File: src/hw/uart_pkg.sv
// UART line constants and state types

package uart_pkg;

    //////////////////////////////
    // Frame and timing constants
    //////////////////////////////

    // Data bits per frame
    localparam int word_bits = 8;

    // clk cycles between oversample ticks
    localparam int clks_per_tick = 4;

    // Oversample ticks per serial bit, so 16 clk cycles per bit
    localparam int ticks_per_bit = 4;

    //////////////////////////////
    // Enumerations
    //////////////////////////////

    // Run-time parity selection
    typedef enum logic [1:0] {
        parity_none,
        parity_even,
        parity_odd
    } parity_e;

    // Transmit FSM
    typedef enum logic [2:0] {
        tx_idle,
        tx_start,
        tx_data,
        tx_parity,
        tx_stop
    } tx_state_e;

    // Receive FSM
    typedef enum logic [2:0] {
        rx_idle,
        rx_start,
        rx_data,
        rx_parity,
        rx_stop
    } rx_state_e;

endpackage

File: src/hw/uart_bus_pkg.sv
// UART host and internal word types

package uart_bus_pkg;

    //////////////////////////////
    // Receive side
    //////////////////////////////

    // Received byte with its status flags
    // overrun is only ever set by the controller
    typedef struct packed {
        logic [uart_pkg::word_bits-1:0] data;
        logic                           parity_err;
        logic                           frame_err;
        logic                           overrun;
    } rx_word_t;

    //////////////////////////////
    // Transmit side
    //////////////////////////////

    // Byte to send, room left for later control fields
    typedef struct packed {
        logic [uart_pkg::word_bits-1:0] data;
    } tx_word_t;

endpackage

File: src/hw/uart_baud_gen.sv
// Oversample tick generator
`timescale 1ns/1ps

module uart_baud_gen (
    input  logic clk,
    input  logic reset_b,
    output logic tick
);
    import uart_pkg::*;

    // Free-running divider shared by both directions
    logic [$clog2(clks_per_tick)-1:0] div_cnt;

    always_ff @(posedge clk or negedge reset_b) begin
        if (!reset_b) begin
            div_cnt <= '0;
        end else if (div_cnt == clks_per_tick - 1) begin
            div_cnt <= '0;
        end else begin
            div_cnt <= div_cnt + 1'b1;
        end
    end

    // One cycle pulse per divider wrap
    always_ff @(posedge clk or negedge reset_b) begin
        if (!reset_b) begin
            tick <= 1'b0;
        end else begin
            tick <= (div_cnt == clks_per_tick - 1);
        end
    end

endmodule

File: src/hw/uart_tx_shift.sv
// UART transmit shifter
`timescale 1ns/1ps

module uart_tx_shift (
    input  logic                   clk,
    input  logic                   reset_b,
    input  logic                   tick,
    input  uart_pkg::parity_e      parity_mode,
    input  logic                   load,
    input  uart_bus_pkg::tx_word_t load_data,
    output logic                   busy,
    output logic                   txd
);
    import uart_pkg::*;

    tx_state_e                        state;
    logic [$clog2(ticks_per_bit)-1:0] tick_cnt;
    logic [$clog2(word_bits)-1:0]     bit_idx;
    logic [word_bits-1:0]             data_q;
    logic                             parity_bit;
    logic                             bit_end;

    // Byte held for the whole frame
    always_ff @(posedge clk) begin
        if (load) begin
            data_q <= load_data.data;
        end
    end

    // Even parity, inverted for odd mode
    assign parity_bit = (^data_q) ^ (parity_mode == parity_odd);
    assign bit_end    = tick && (tick_cnt == ticks_per_bit - 1);

    always_ff @(posedge clk or negedge reset_b) begin
        if (!reset_b) begin
            state    <= tx_idle;
            tick_cnt <= '0;
            bit_idx  <= '0;
            busy     <= 1'b0;
            txd      <= 1'b1;
        end else begin
            if (load) begin
                busy <= 1'b1;
            end
            if (tick) begin
                tick_cnt <= (bit_end || state == tx_idle) ? '0 : tick_cnt + 1'b1;
            end
            unique case (state)
                tx_idle: begin
                    // Start bit begins on a tick edge
                    if ((busy || load) && tick) begin
                        state <= tx_start;
                        txd   <= 1'b0;
                    end
                end
                tx_start: begin
                    if (bit_end) begin
                        state   <= tx_data;
                        bit_idx <= '0;
                        txd     <= data_q[0];
                    end
                end
                tx_data: begin
                    if (bit_end && bit_idx == word_bits - 1) begin
                        state <= (parity_mode == parity_none) ? tx_stop : tx_parity;
                        txd   <= (parity_mode == parity_none) ? 1'b1 : parity_bit;
                    end else if (bit_end) begin
                        bit_idx <= bit_idx + 1'b1;
                        txd     <= data_q[bit_idx + 1'b1];
                    end
                end
                tx_parity: begin
                    if (bit_end) begin
                        state <= tx_stop;
                        txd   <= 1'b1;
                    end
                end
                tx_stop: begin
                    if (bit_end) begin
                        state <= tx_idle;
                        busy  <= 1'b0;
                    end
                end
                default: state <= tx_idle;
            endcase
        end
    end

endmodule

File: src/hw/uart_rx_sample.sv
// UART receive sampler
`timescale 1ns/1ps

module uart_rx_sample (
    input  logic                   clk,
    input  logic                   reset_b,
    input  logic                   tick,
    input  uart_pkg::parity_e      parity_mode,
    input  logic                   rxd,
    output logic                   word_done,
    output uart_bus_pkg::rx_word_t word
);
    import uart_pkg::*;

    rx_state_e                        state;
    logic [$clog2(ticks_per_bit)-1:0] tick_cnt;
    logic [$clog2(word_bits)-1:0]     bit_idx;
    logic [word_bits-1:0]             data_q;
    logic                             parity_err_q;
    logic                             frame_err_q;
    logic                             rxd_meta;
    logic                             rxd_sync;
    logic                             rxd_prev;
    logic                             sample;

    //////////////////////////////
    // Input synchroniser
    //////////////////////////////

    always_ff @(posedge clk or negedge reset_b) begin
        if (!reset_b) begin
            rxd_meta <= 1'b1;
            rxd_sync <= 1'b1;
            rxd_prev <= 1'b1;
        end else begin
            rxd_meta <= rxd;
            rxd_sync <= rxd_meta;
            rxd_prev <= rxd_sync;
        end
    end

    // Half a bit into the start bit, whole bits after that
    assign sample = tick && (state == rx_start ? tick_cnt == ticks_per_bit / 2 - 1
                                               : tick_cnt == ticks_per_bit - 1);

    //////////////////////////////
    // Frame FSM
    //////////////////////////////

    always_ff @(posedge clk or negedge reset_b) begin
        if (!reset_b) begin
            state        <= rx_idle;
            tick_cnt     <= '0;
            bit_idx      <= '0;
            data_q       <= '0;
            parity_err_q <= 1'b0;
            frame_err_q  <= 1'b0;
            word_done    <= 1'b0;
        end else begin
            word_done <= 1'b0;
            if (tick) begin
                tick_cnt <= sample ? '0 : tick_cnt + 1'b1;
            end
            unique case (state)
                rx_idle: begin
                    tick_cnt <= '0;
                    if (!rxd_sync && rxd_prev) begin
                        state <= rx_start;
                    end
                end
                rx_start: begin
                    // A high line at mid-bit was only a glitch
                    if (sample) begin
                        state   <= rxd_sync ? rx_idle : rx_data;
                        bit_idx <= '0;
                    end
                end
                rx_data: begin
                    if (sample) begin
                        data_q  <= {rxd_sync, data_q[word_bits-1:1]};
                        bit_idx <= bit_idx + 1'b1;
                        if (bit_idx == word_bits - 1) begin
                            state        <= (parity_mode == parity_none) ? rx_stop : rx_parity;
                            parity_err_q <= 1'b0;
                        end
                    end
                end
                rx_parity: begin
                    if (sample) begin
                        state        <= rx_stop;
                        parity_err_q <= rxd_sync ^ (^data_q) ^ (parity_mode == parity_odd);
                    end
                end
                rx_stop: begin
                    if (sample) begin
                        state       <= rx_idle;
                        frame_err_q <= ~rxd_sync;
                        word_done   <= 1'b1;
                    end
                end
                default: state <= rx_idle;
            endcase
        end
    end

    assign word = '{data: data_q, parity_err: parity_err_q, frame_err: frame_err_q,
                    overrun: 1'b0};

endmodule

File: src/hw/uart_ctrl.sv
// UART host control block
`timescale 1ns/1ps

module uart_ctrl (
    input  logic                   clk,
    input  logic                   reset_b,
    // Host transmit port
    input  logic                   tx_valid,
    input  uart_bus_pkg::tx_word_t tx_word,
    output logic                   tx_ready,
    // Transmit shifter
    output logic                   load,
    output uart_bus_pkg::tx_word_t load_data,
    input  logic                   busy,
    // Receive sampler
    input  logic                   word_done,
    input  uart_bus_pkg::rx_word_t word,
    // Host receive port
    output logic                   rx_valid,
    output uart_bus_pkg::rx_word_t rx_word,
    input  logic                   rx_ready
);
    import uart_bus_pkg::*;

    rx_word_t rx_hold;

    //////////////////////////////
    // Transmit handshake
    //////////////////////////////

    // Low for the whole frame, including the cycle load is pending
    assign tx_ready = ~busy & ~load;

    always_ff @(posedge clk or negedge reset_b) begin
        if (!reset_b) begin
            load <= 1'b0;
        end else begin
            load <= tx_valid & tx_ready;
        end
    end

    always_ff @(posedge clk) begin
        if (tx_valid && tx_ready) begin
            load_data <= tx_word;
        end
    end

    //////////////////////////////
    // Receive holding register
    //////////////////////////////

    always_ff @(posedge clk or negedge reset_b) begin
        if (!reset_b) begin
            rx_valid <= 1'b0;
            rx_hold  <= '{data: '1, default: 1'b0};
        end else if (word_done && (!rx_valid || rx_ready)) begin
            // Free slot, or the held word leaves this cycle
            rx_valid <= 1'b1;
            rx_hold  <= word;
        end else if (word_done) begin
            // Host still busy, new word is lost
            rx_hold.overrun <= 1'b1;
        end else if (rx_valid && rx_ready) begin
            rx_valid        <= 1'b0;
            rx_hold.overrun <= 1'b0;
        end
    end

    assign rx_word = rx_hold;

endmodule

File: src/hw/uart_top.sv
// UART subsystem top level
`timescale 1ns/1ps

module uart_top (
    input  logic                   clk,
    input  logic                   reset_b,
    input  uart_pkg::parity_e      parity_mode,
    input  logic                   tx_valid,
    input  uart_bus_pkg::tx_word_t tx_word,
    output logic                   tx_ready,
    output logic                   rx_valid,
    output uart_bus_pkg::rx_word_t rx_word,
    input  logic                   rx_ready,
    input  logic                   rxd,
    output logic                   txd
);
    import uart_bus_pkg::*;

    logic     tick;
    logic     load;
    logic     busy;
    logic     word_done;
    tx_word_t load_data;
    rx_word_t word;

    uart_ctrl u_ctrl (
        .clk       (clk),
        .reset_b   (reset_b),
        .tx_valid  (tx_valid),
        .tx_word   (tx_word),
        .tx_ready  (tx_ready),
        .load      (load),
        .load_data (load_data),
        .busy      (busy),
        .word_done (word_done),
        .word      (word),
        .rx_valid  (rx_valid),
        .rx_word   (rx_word),
        .rx_ready  (rx_ready)
    );

    uart_baud_gen u_baud_gen (.clk(clk), .reset_b(reset_b), .tick(tick));

    uart_tx_shift u_tx_shift (
        .clk         (clk),
        .reset_b     (reset_b),
        .tick        (tick),
        .parity_mode (parity_mode),
        .load        (load),
        .load_data   (load_data),
        .busy        (busy),
        .txd         (txd)
    );

    uart_rx_sample u_rx_sample (
        .clk         (clk),
        .reset_b     (reset_b),
        .tick        (tick),
        .parity_mode (parity_mode),
        .rxd         (rxd),
        .word_done   (word_done),
        .word        (word)
    );

endmodule

File: config.mk
export PLATFORM = sky130hd
export DESIGN_NAME = uart_top
export DESIGN_NICKNAME = d
export VERILOG_FILES = /design/src/hw/uart_pkg.sv /design/src/hw/uart_bus_pkg.sv /design/src/hw/uart_baud_gen.sv /design/src/hw/uart_tx_shift.sv /design/src/hw/uart_rx_sample.sv /design/src/hw/uart_ctrl.sv /design/src/hw/uart_top.sv
export SDC_FILE = /design/constraint.sdc
export NUM_CORES = 1
export LEC_CHECK = 0
export BUFFER_PORTS_ARGS = -buffer_cell sky130_fd_sc_hd__buf_2
export CORE_MARGIN = 4
export CORE_UTILIZATION = 35
export CTS_CLUSTER_SIZE = 24
export DETAILED_ROUTE_END_ITERATION = 10
export GPL_ROUTABILITY_DRIVEN = 0
export PLACE_DENSITY = 0.59
export SLEW_MARGIN = 5
export SYNTH_ARGS = -nofsm -noshare
export SYNTH_HDL_FRONTEND = slang
export SYNTH_HIERARCHICAL = 1
export SYNTH_SLANG_ARGS = --single-unit
File: constraint.sdc
create_clock -name clk -period 2.55 [get_ports clk]
set_input_delay 0.255 -clock clk [delete_from_list [all_inputs] [get_ports clk]]
set_output_delay 0.255 -clock clk [all_outputs]
set_load 0.02 [all_outputs]
==> summary.txt, run 1 <==
Status
  – Status: finished clean

Critical path
  – Reg2reg start: u_rx_sample/state[0]$_DFFE_PN0P_
  – Flop2flop setup slack: 0.66 ns
  – Crit path capture type: flip-flop
  – Worst-path fanout max: 14
  – Worst Path Arrival: 2.13 ns
  – R2r worst-path depth: 4
  – Startpoint types: flip-flop
  – Reg-to-reg endpoint: u_rx_sample/state[0]$_DFFE_PN0P_
  – CP Data Required Time: 2.80 ns
  – Worst Setup Path Type: flip-flop to flip-flop

Cells and area
  – Antenna Cells: 0
  – Layout area overhead: 13.9%
  – Final Core Density: 40.7%
  – Area taken by multi-input logic gates: 1130 um^2
  – Fraction of layout cells with a size suffix above 1: 32.8%
  – Reg area: 1700 um^2
  – Fillers: 806
  – Number of nets in the layout: 278
  – Cell area after layout: 3330 um^2

Synth
  – Synth Instances: 227
  – Post-synthesis simple-gate area fraction: 11.8%
  – Post-synth ARST share: 75.0%
  – Synth Area in Adders: 2.57%
  – Syn avg cell area: 12.9 um^2
  – Ys flop type: dfrtp_1
  – Synth warnings: 6
  – Post-synth EDFFs: 16
  – Syn nets: 248
  – Largest family of logic cells by synthesized area: simple AND/OR/NAND/NOR gates
  – #FFs+latches synth: 64
  – Sequential area share after synthesis: 58.1%
  – Cell variety after synth: 51
  – Synth Area in XOR/XNOR: 5.27%
  – Complex-gate fraction of the synthesized area: 7.67%
  – Synthesized area: 2920 um^2
  – Share of cell area taken by muxes after synthesis: 11.3%

CTS
  – CTS H-tree depth: 3
  – Hold buffers post-CTS: 1
  – CTS Sinks: 64
  – Root buf cell: clkbuf_8
  – Post-CTS Resized: 0
  – Worst-path clk slew: 0.07 ns
  – Clock latency on the worst-skew pair: 0.33 ns
  – CTS Buf Count: 9
  – CTS Buffer Depth: 2
  – Post-CTS Setup Inserts: 0
  – CTS tree: built

Die
  – IO Count: 29
  – FP Rows: 33
  – Die area: 9870 um^2
  – Starting Density: 35.7%
  – Die height: 99.3 um
  – Core Box Area: 8180 um^2
  – Chip width: 99.3 um

Power
  – Pint: 1.75 mW
  – Max VDD drop: 0.315 mV
  – Sequential share of power: 52.5%
  – Switching pwr: 0.721 mW
  – Comb pwr share: 15.0%
  – Clock share of power: 32.5%
  – Net Sw Frac: 29.2%
  – Cell Pwr Density: 744 nW/um^2
  – Lkg Pwr: 1.46 nW

STA
  – Final Hold Fails: 0
  – RSZ-0062 raised after global routing: no
  – Measured slew at the worst slew-check pin: 0.943 ns
  – Final period util: 74.0%
  – Final setup viols: 0
  – FMAX: 0.530 GHz
  – Max-slew violation count: 0
  – Fin worst setup slack: 0.662 ns
  – Max_slew headroom: 37.1%
  – Crit path time final: 1.89 ns
  – Clk_skew: 0.00701 ns
  – Setup TNS: 0 ns

Detailed routing
  – Initial drt markers: 126
  – DRC violations left: 0
  – Avg WL per Cell: 13.0 um
  – Vias/cell: 4.85
  – Post-Route WL: 4.78 mm
  – DRT Pass-1 Iters: 4
  – Routed Antenna Nets: 0
  – Via Count: 1779

Global routing
  – Global-route wire length before repair: 8.36 mm
  – Initial antenna violation count: 0
  – Total grt overflow: 0
  – Number of global-route vias before repair: 1764
  – Total global-route track usage: 10.7%
  – Largest net degree at the start of global routing: 45

Worst hold path
  – Worst min path class: primary input to asynchronous set/reset pin

Placed design
  – DP Area: 3130 um^2
  – IO buf count: 28
  – Post-DP HPWL: 3.26 mm
  – Pre-CTS setup slack: 0.726 ns

Flow run
  – Max-Cap Viols: 0
[layer usage]
layer / vias up / global-route usage (%) / share of wire, %
met5: - / 0 / 0
met4: 0 / 6.93 / 2.2
met3: 6 / 1.89 / 3.0
met2: 29 / 15.8 / 45
met1: 864 / 14.6 / 49
li1: 880 / - / -
[kinds of logic (layout without fill, tap and decap cells)]
kind of cell / after synthesis / in the layout
flip-flops: 64 / 64
AND/OR/NAND/NOR: 64 / 64
AO/OA/AOI/OAI: 31 / 31
multiplexers: 27 / 27
buffers and inverters: 18 / 53
XOR/XNOR: 16 / 16
adder cells (fa/ha/maj): 6 / 6
other: 1 / 1
[cells in the mapped netlist (2+ instances only)]
| cell type | number | share of area, % |
|---|---|---|
| a21oi_1 | 6 | 1.0 |
| a22o_1 | 5 | 1.5 |
| a31oi_1 | 3 | 0.64 |
| and2_1 | 3 | 0.64 |
| and3_1 | 2 | 0.43 |
| buf_4 | 3 | 0.77 |
| clkbuf_1 | 5 | 0.64 |
| dfrtp_1 | 36 | 31 |
| dfstp_2 | 12 | 11 |
| edfxtp_1 | 16 | 16 |
| ha_1 | 6 | 2.6 |
| inv_1 | 7 | 0.90 |
| mux2_2 | 22 | 8.5 |
| mux2i_1 | 3 | 1.0 |
| mux4_1 | 2 | 1.8 |
| nand2_1 | 14 | 1.8 |
| nand3_1 | 3 | 0.51 |
| nor2_1 | 19 | 2.4 |
| nor2b_1 | 2 | 0.43 |
| nor3_1 | 6 | 1.0 |
| nor3b_1 | 2 | 0.51 |
| o21ai_0 | 4 | 0.69 |
| o31ai_1 | 4 | 1.0 |
| o41ai_1 | 2 | 0.60 |
| xnor2_1 | 13 | 3.9 |
| xor2_1 | 2 | 0.60 |
[area by class of cell]
class	count	share of cell area, %
Tap cell	105	3.95
Inverter	7	0.790
Timing Repair Buffer	30	4.74
Sequential cell	64	51.0
Clock buffer	12	4.70
Clock inverter	4	0.790
Multi-Input combinational cell	145	34.0
[worst max path at each step]
stage / start / endpoint / slack (ns) / cells after the start
floorplan: u_tx_shift/bit_idx[0]$_DFFE_PN0P_ / u_tx_shift/txd$_DFFE_PN1P_ / 0.86 / 6
global placement: u_rx_sample/bit_idx[0]$_DFFE_PN0P_ / u_rx_sample/state[1]$_DFFE_PN0P_ / 0.72 / 6
detailed placement: u_rx_sample/state[0]$_DFFE_PN0P_ / u_rx_sample/state[0]$_DFFE_PN0P_ / 0.73 / 4
CTS: u_rx_sample/state[0]$_DFFE_PN0P_ / u_rx_sample/state[0]$_DFFE_PN0P_ / 0.70 / 4
global route: u_rx_sample/bit_idx[0]$_DFFE_PN0P_ / u_rx_sample/state[1]$_DFFE_PN0P_ / 0.53 / 6
finish: u_rx_sample/state[0]$_DFFE_PN0P_ / u_rx_sample/state[0]$_DFFE_PN0P_ / 0.66 / 4
[critical path, stage by stage (launching register included)]
cell	delay, ns
dfrtp_1	0.62
nor3b_2	0.30
xnor2_1	0.14
or4_4	0.53
a221oi_2	0.21
[per-stage QoR]
step / std cells / hold slack (ns) / power, mW
global route: 367 / 0.0827 / 2.62
finish: 367 / 0.0668 / 2.47
detailed placement: 350 / 0.349 / 1.68
floorplan: 227 / -0.0406 / 1.60
CTS: 367 / 0.0752 / 2.50
global placement: 350 / 0.348 / 1.68
[state kept, by name, summed over array words and instances (netlist names), 3 cells and up]
register and count:
u_tx_shift/data_q 8, u_ctrl/load_data 8, u_tx_shift/bit_idx 3, u_rx_sample/bit_idx 3
u_tx_shift/state 3, u_rx_sample/state 3, u_ctrl/rx_word 11, u_rx_sample/data_q 8
[power by group through the flow]
stage / sequential (mW) / combinational [mW] / clock, mW
2_1_floorplan: 1.24 / 0.367 / 0
3_3_place_gp: 1.31 / 0.363 / 0
3_5_place_dp: 1.31 / 0.370 / 0
4_1_cts: 1.29 / 0.372 / 0.834
5_1_grt: 1.32 / 0.428 / 0.875
6_report: 1.30 / 0.372 / 0.804
[placed cells by master (no fill, tap or decap), types with 2 or more instances in the layout]
cell      Yosys  routed
a22o_1        5       5
clkbuf_1      5       2
xor2_1        2       2
o21ai_0       4       4
nor2_1       19      19
clkinv_2      0       2
clkbuf_8      0       9
nand2_1      14      14
o41ai_1       2       2
o31ai_1       4       4
nor3b_1       2       2
mux4_1        2       2
and3_1        2       2
xnor2_1      13      13
a21oi_1       6       6
mux2_2       22      22
nor2b_1       2       2
nor3_1        6       6
inv_1         7       7
a31oi_1       3       3
dfrtp_1      36      36
dfstp_2      12      12
edfxtp_1     16      16
mux2i_1       3       3
and2_1        3       3
buf_2         1      28
nand3_1       3       3
ha_1          6       6
(Power assumes the default switching activity.)
==> inputs of run 2 (changes only) <==
==> constraint.sdc (replaced) <==
create_clock -name clk -period 1.85 [get_ports clk]
set_input_delay 0.185 -clock clk [delete_from_list [all_inputs] [get_ports clk]]
set_output_delay 0.185 -clock clk [all_outputs]
set_load 0.02 [all_outputs]
==> run 2 against run 1 <==
Net effect: combinational power grew 67%; cell area grew 3.7%; global-route usage grew 0.40 points; largest power group unchanged.
==> summary.txt, run 2 (same netlist as run 1, synthesis figures left out) <==
Status
  – Status: finished clean (unchanged)

Die
  – Die height: 99.3 um (unchanged)
  – Starting Density: 35.7% (unchanged)
  – Die area: 9870 um^2 (unchanged)
  – Chip width: 99.3 um (unchanged)
  – Core Box Area: 8180 um^2 (unchanged)
  – IO Count: 29 (unchanged)
  – FP Rows: 33 (unchanged)

Critical path
  – Slowest cell on crit path: dfrtp_2 (was dfrtp_1)
  – CP startpoint: u_tx_shift/bit_idx[0]$_DFFE_PN0P_ (was u_rx_sample/state[0]$_DFFE_PN0P_)
  – Critical path's largest stage delay: 0.45 ns (was 0.62 ns)
  – Crit path capture type: flip-flop (unchanged)
  – Buf/Inv on CP: 0 (unchanged)
  – Reg2reg start: u_tx_shift/bit_idx[0]$_DFFE_PN0P_ (was u_rx_sample/state[0]$_DFFE_PN0P_)
  – Worst-path fanout max: 4 (was 14)
  – Startpoint types: flip-flop (unchanged)
  – Crit-path cells: ha_4 > mux4_1 > mux2_2 > a31oi_1 > o41ai_1 > o21bai_1 (was nor3b_2 > xnor2_1 > or4_4 > a221oi_2)
  – Top delay family on crit path: multiplexers (was simple AND/OR/NAND/NOR gates)
  – Worst Path Arrival: 2.04 ns (was 2.13 ns)
  – Worst Setup Path Type: flip-flop to flip-flop (unchanged)
  – CP Data Required Time: 2.11 ns (was 2.80 ns)

Detailed routing
  – Routed Antenna Nets: 0 (unchanged)
  – DRC violations left: 0 (unchanged)
  – Avg WL per Cell: 13.0 um (about the same)
  – Via Count: 1788 (was 1779)
  – DRT Pass-1 Iters: 4 (unchanged)
  – Vias/cell: 4.74 (was 4.85)
  – Initial drt markers: 135 (was 126)
  – Post-Route WL: 4.89 mm (was 4.78 mm)

CTS
  – CTS Buffer Depth: 2 (unchanged)
  – Worst-path clk slew: 0.07 ns (about the same)
  – Root buf cell: clkbuf_8 (unchanged)
  – Clock latency on the worst-skew pair: 0.33 ns (about the same)
  – Post-CTS Setup Inserts: 0 (unchanged)
  – CTS tree: built (unchanged)
  – CTS H-tree depth: 3 (unchanged)
  – CTS Sinks: 64 (unchanged)
  – CTS Buf Count: 9 (unchanged)

Cells and area
  – Commonest cells after routing, fill and taps aside: 35 x dfrtp_1, 28 x buf_2, 22 x mux2_2 (was 36 x dfrtp_1, 28 x buf_2, 22 x mux2_2)
  – Largest register FFs: 11 (unchanged)
  – Leading cell type in the layout, fill and taps excluded: dfrtp_1 (unchanged)
  – Number of nets in the layout: 288 (was 278)
  – Layout area overhead: 18.1% (was 13.9%)
  – Fraction of layout cells with a size suffix above 1: 36.0% (was 32.8%)
  – Antenna Cells: 0 (unchanged)
  – Non-Filler Instances: 377 (was 367)

Placed design
  – Inst Count DP: 359 (was 350)
  – Post-DP HPWL: 3.51 mm (was 3.26 mm)
  – IO buf count: 28 (unchanged)

Power
  – Clock share of power: 35.0% (was 32.5%)
  – Net Sw Frac: 27.6% (was 29.2%)
  – Sequential share of power: 47.9% (was 52.5%)
  – Comb pwr share: 17.1% (was 15.0%)
  – Switching pwr: 1.00 mW (was 0.721 mW)
  – Lkg Pwr: 1.52 nW (was 1.46 nW)
  – Max VDD drop: 0.482 mV (was 0.315 mV)
  – Pint: 2.63 mW (was 1.75 mW)
  – Cell Pwr Density: 1050 nW/um^2 (was 744 nW/um^2)
  – Total chip power: 3.64 mW (was 2.47 mW)

Worst hold path
  – Worst min path class: primary input to flip-flop (was primary input to asynchronous set/reset pin)
  – Hold Path Origin: tx_word[2]

STA
  – Final Hold Fails: 0 (unchanged)
  – Clk_skew: 0.00811 ns (was 0.00701 ns)
  – Setup TNS: 0 ns (unchanged)
  – Fin Hold WS: 0.0259 ns (was 0.0668 ns)
  – Max-slew violation count: 0 (unchanged)
  – Final setup viols: 0 (unchanged)
  – Final period util: 95.9% (was 74.0%)
  – FMAX: 0.564 GHz (was 0.530 GHz)
  – Crit path time final: 1.77 ns (was 1.89 ns)
  – RSZ-0062 raised after global routing: no (unchanged)

Global routing
  – Number of global-route vias before repair: 1781 (was 1764)
  – Total global-route track usage: 11.1% (was 10.7%)
  – Total grt overflow: 0 (unchanged)
  – Initial antenna violation count: 0 (unchanged)
  – Global-route wire length before repair: 8.64 mm (was 8.36 mm)
  – Largest net degree at the start of global routing: 21 (was 45)

Flow run
  – Max-Cap Viols: 0 (unchanged)
-- run 2: cell types whose count changed in the layout (fill, tap and decap cells not counted), sizes merged --
cell         delta
clkinvlp        -1
dlygate4sd3     +1
clkinv          +3
bufinv          +2
inv             -1
clkbuf          -3
buf             +9
-- run 2: layout make-up --
cell class,instances,area (um^2)
fillers,778,4730
inverters,7,26.3
multi-input cells,145,1150
clock buffers,9,124
repair buffers,40,235
flip-flops and latches,64,1700
clock inverters,7,86.3
well taps,105,131
-- run 2: what timing repair did --
action	in CTS	in global routing
endpoints found under the hold margin	16	0
hold buffers	2	0
setup endpoints to repair	0	2
resized for setup	0	3
-- run 2: stage by stage --
stage | utilization (%) | setup WS [ns] | area [um^2]
after CTS | 42.0 | 0.0171 | 3430
after detailed placement | 39.1 | 0.0406 | 3200
after global placement | 39.1 | 0.103 | 3200
after floorplan | - | 0.163 | 2920
after global routing | 42.2 | 0.0121 | 3450
final | 42.2 | 0.0764 | 3450
-- run 2: worst paths after layout --
| path | depth (start not counted) | endpoint | slack [ns] |
|---|---|---|---|
| max in group asynchronous | 3 | u_ctrl/rx_word[4]$_DFFE_PN1P_ | 0.86 |
| min in group asynchronous | 2 | u_ctrl/rx_word[0]$_DFFE_PN0P_ | 0.34 |
| worst max-delay path | 6 | u_tx_shift/txd$_DFFE_PN1P_ | 0.08 |
| worst max register to register | 6 | u_tx_shift/txd$_DFFE_PN1P_ | 0.08 |
| worst min register to register | 0 | u_rx_sample/rxd_sync$_DFF_PN1_ | 0.36 |
| worst min-delay path | 1 | u_ctrl/load_data[2]$_DFFE_PP_ | 0.03 |
-- run 2: power groups by stage --
| stage | combinational, mW | clock [mW] | sequential, mW |
|---|---|---|---|
| final | 0.622 | 1.27 | 1.74 |
| after global routing | 0.703 | 1.39 | 1.76 |
| after CTS | 0.617 | 1.32 | 1.74 |
| after detailed placement | 0.611 | 0 | 1.76 |
| after global placement | 0.603 | 0 | 1.76 |
| after floorplan | 0.506 | 0 | 1.70 |
-- run 2: per-layer routing --
| layer | up-vias | track usage [%] | share of wire, % |
|---|---|---|---|
| met5 | - | 0 | 0 |
| met4 | 0 | 6.30 | 2.5 |
| met3 | 9 | 2.31 | 3.9 |
| met2 | 40 | 16.3 | 46 |
| met1 | 841 | 15.3 | 48 |
| li1 | 898 | - | - |
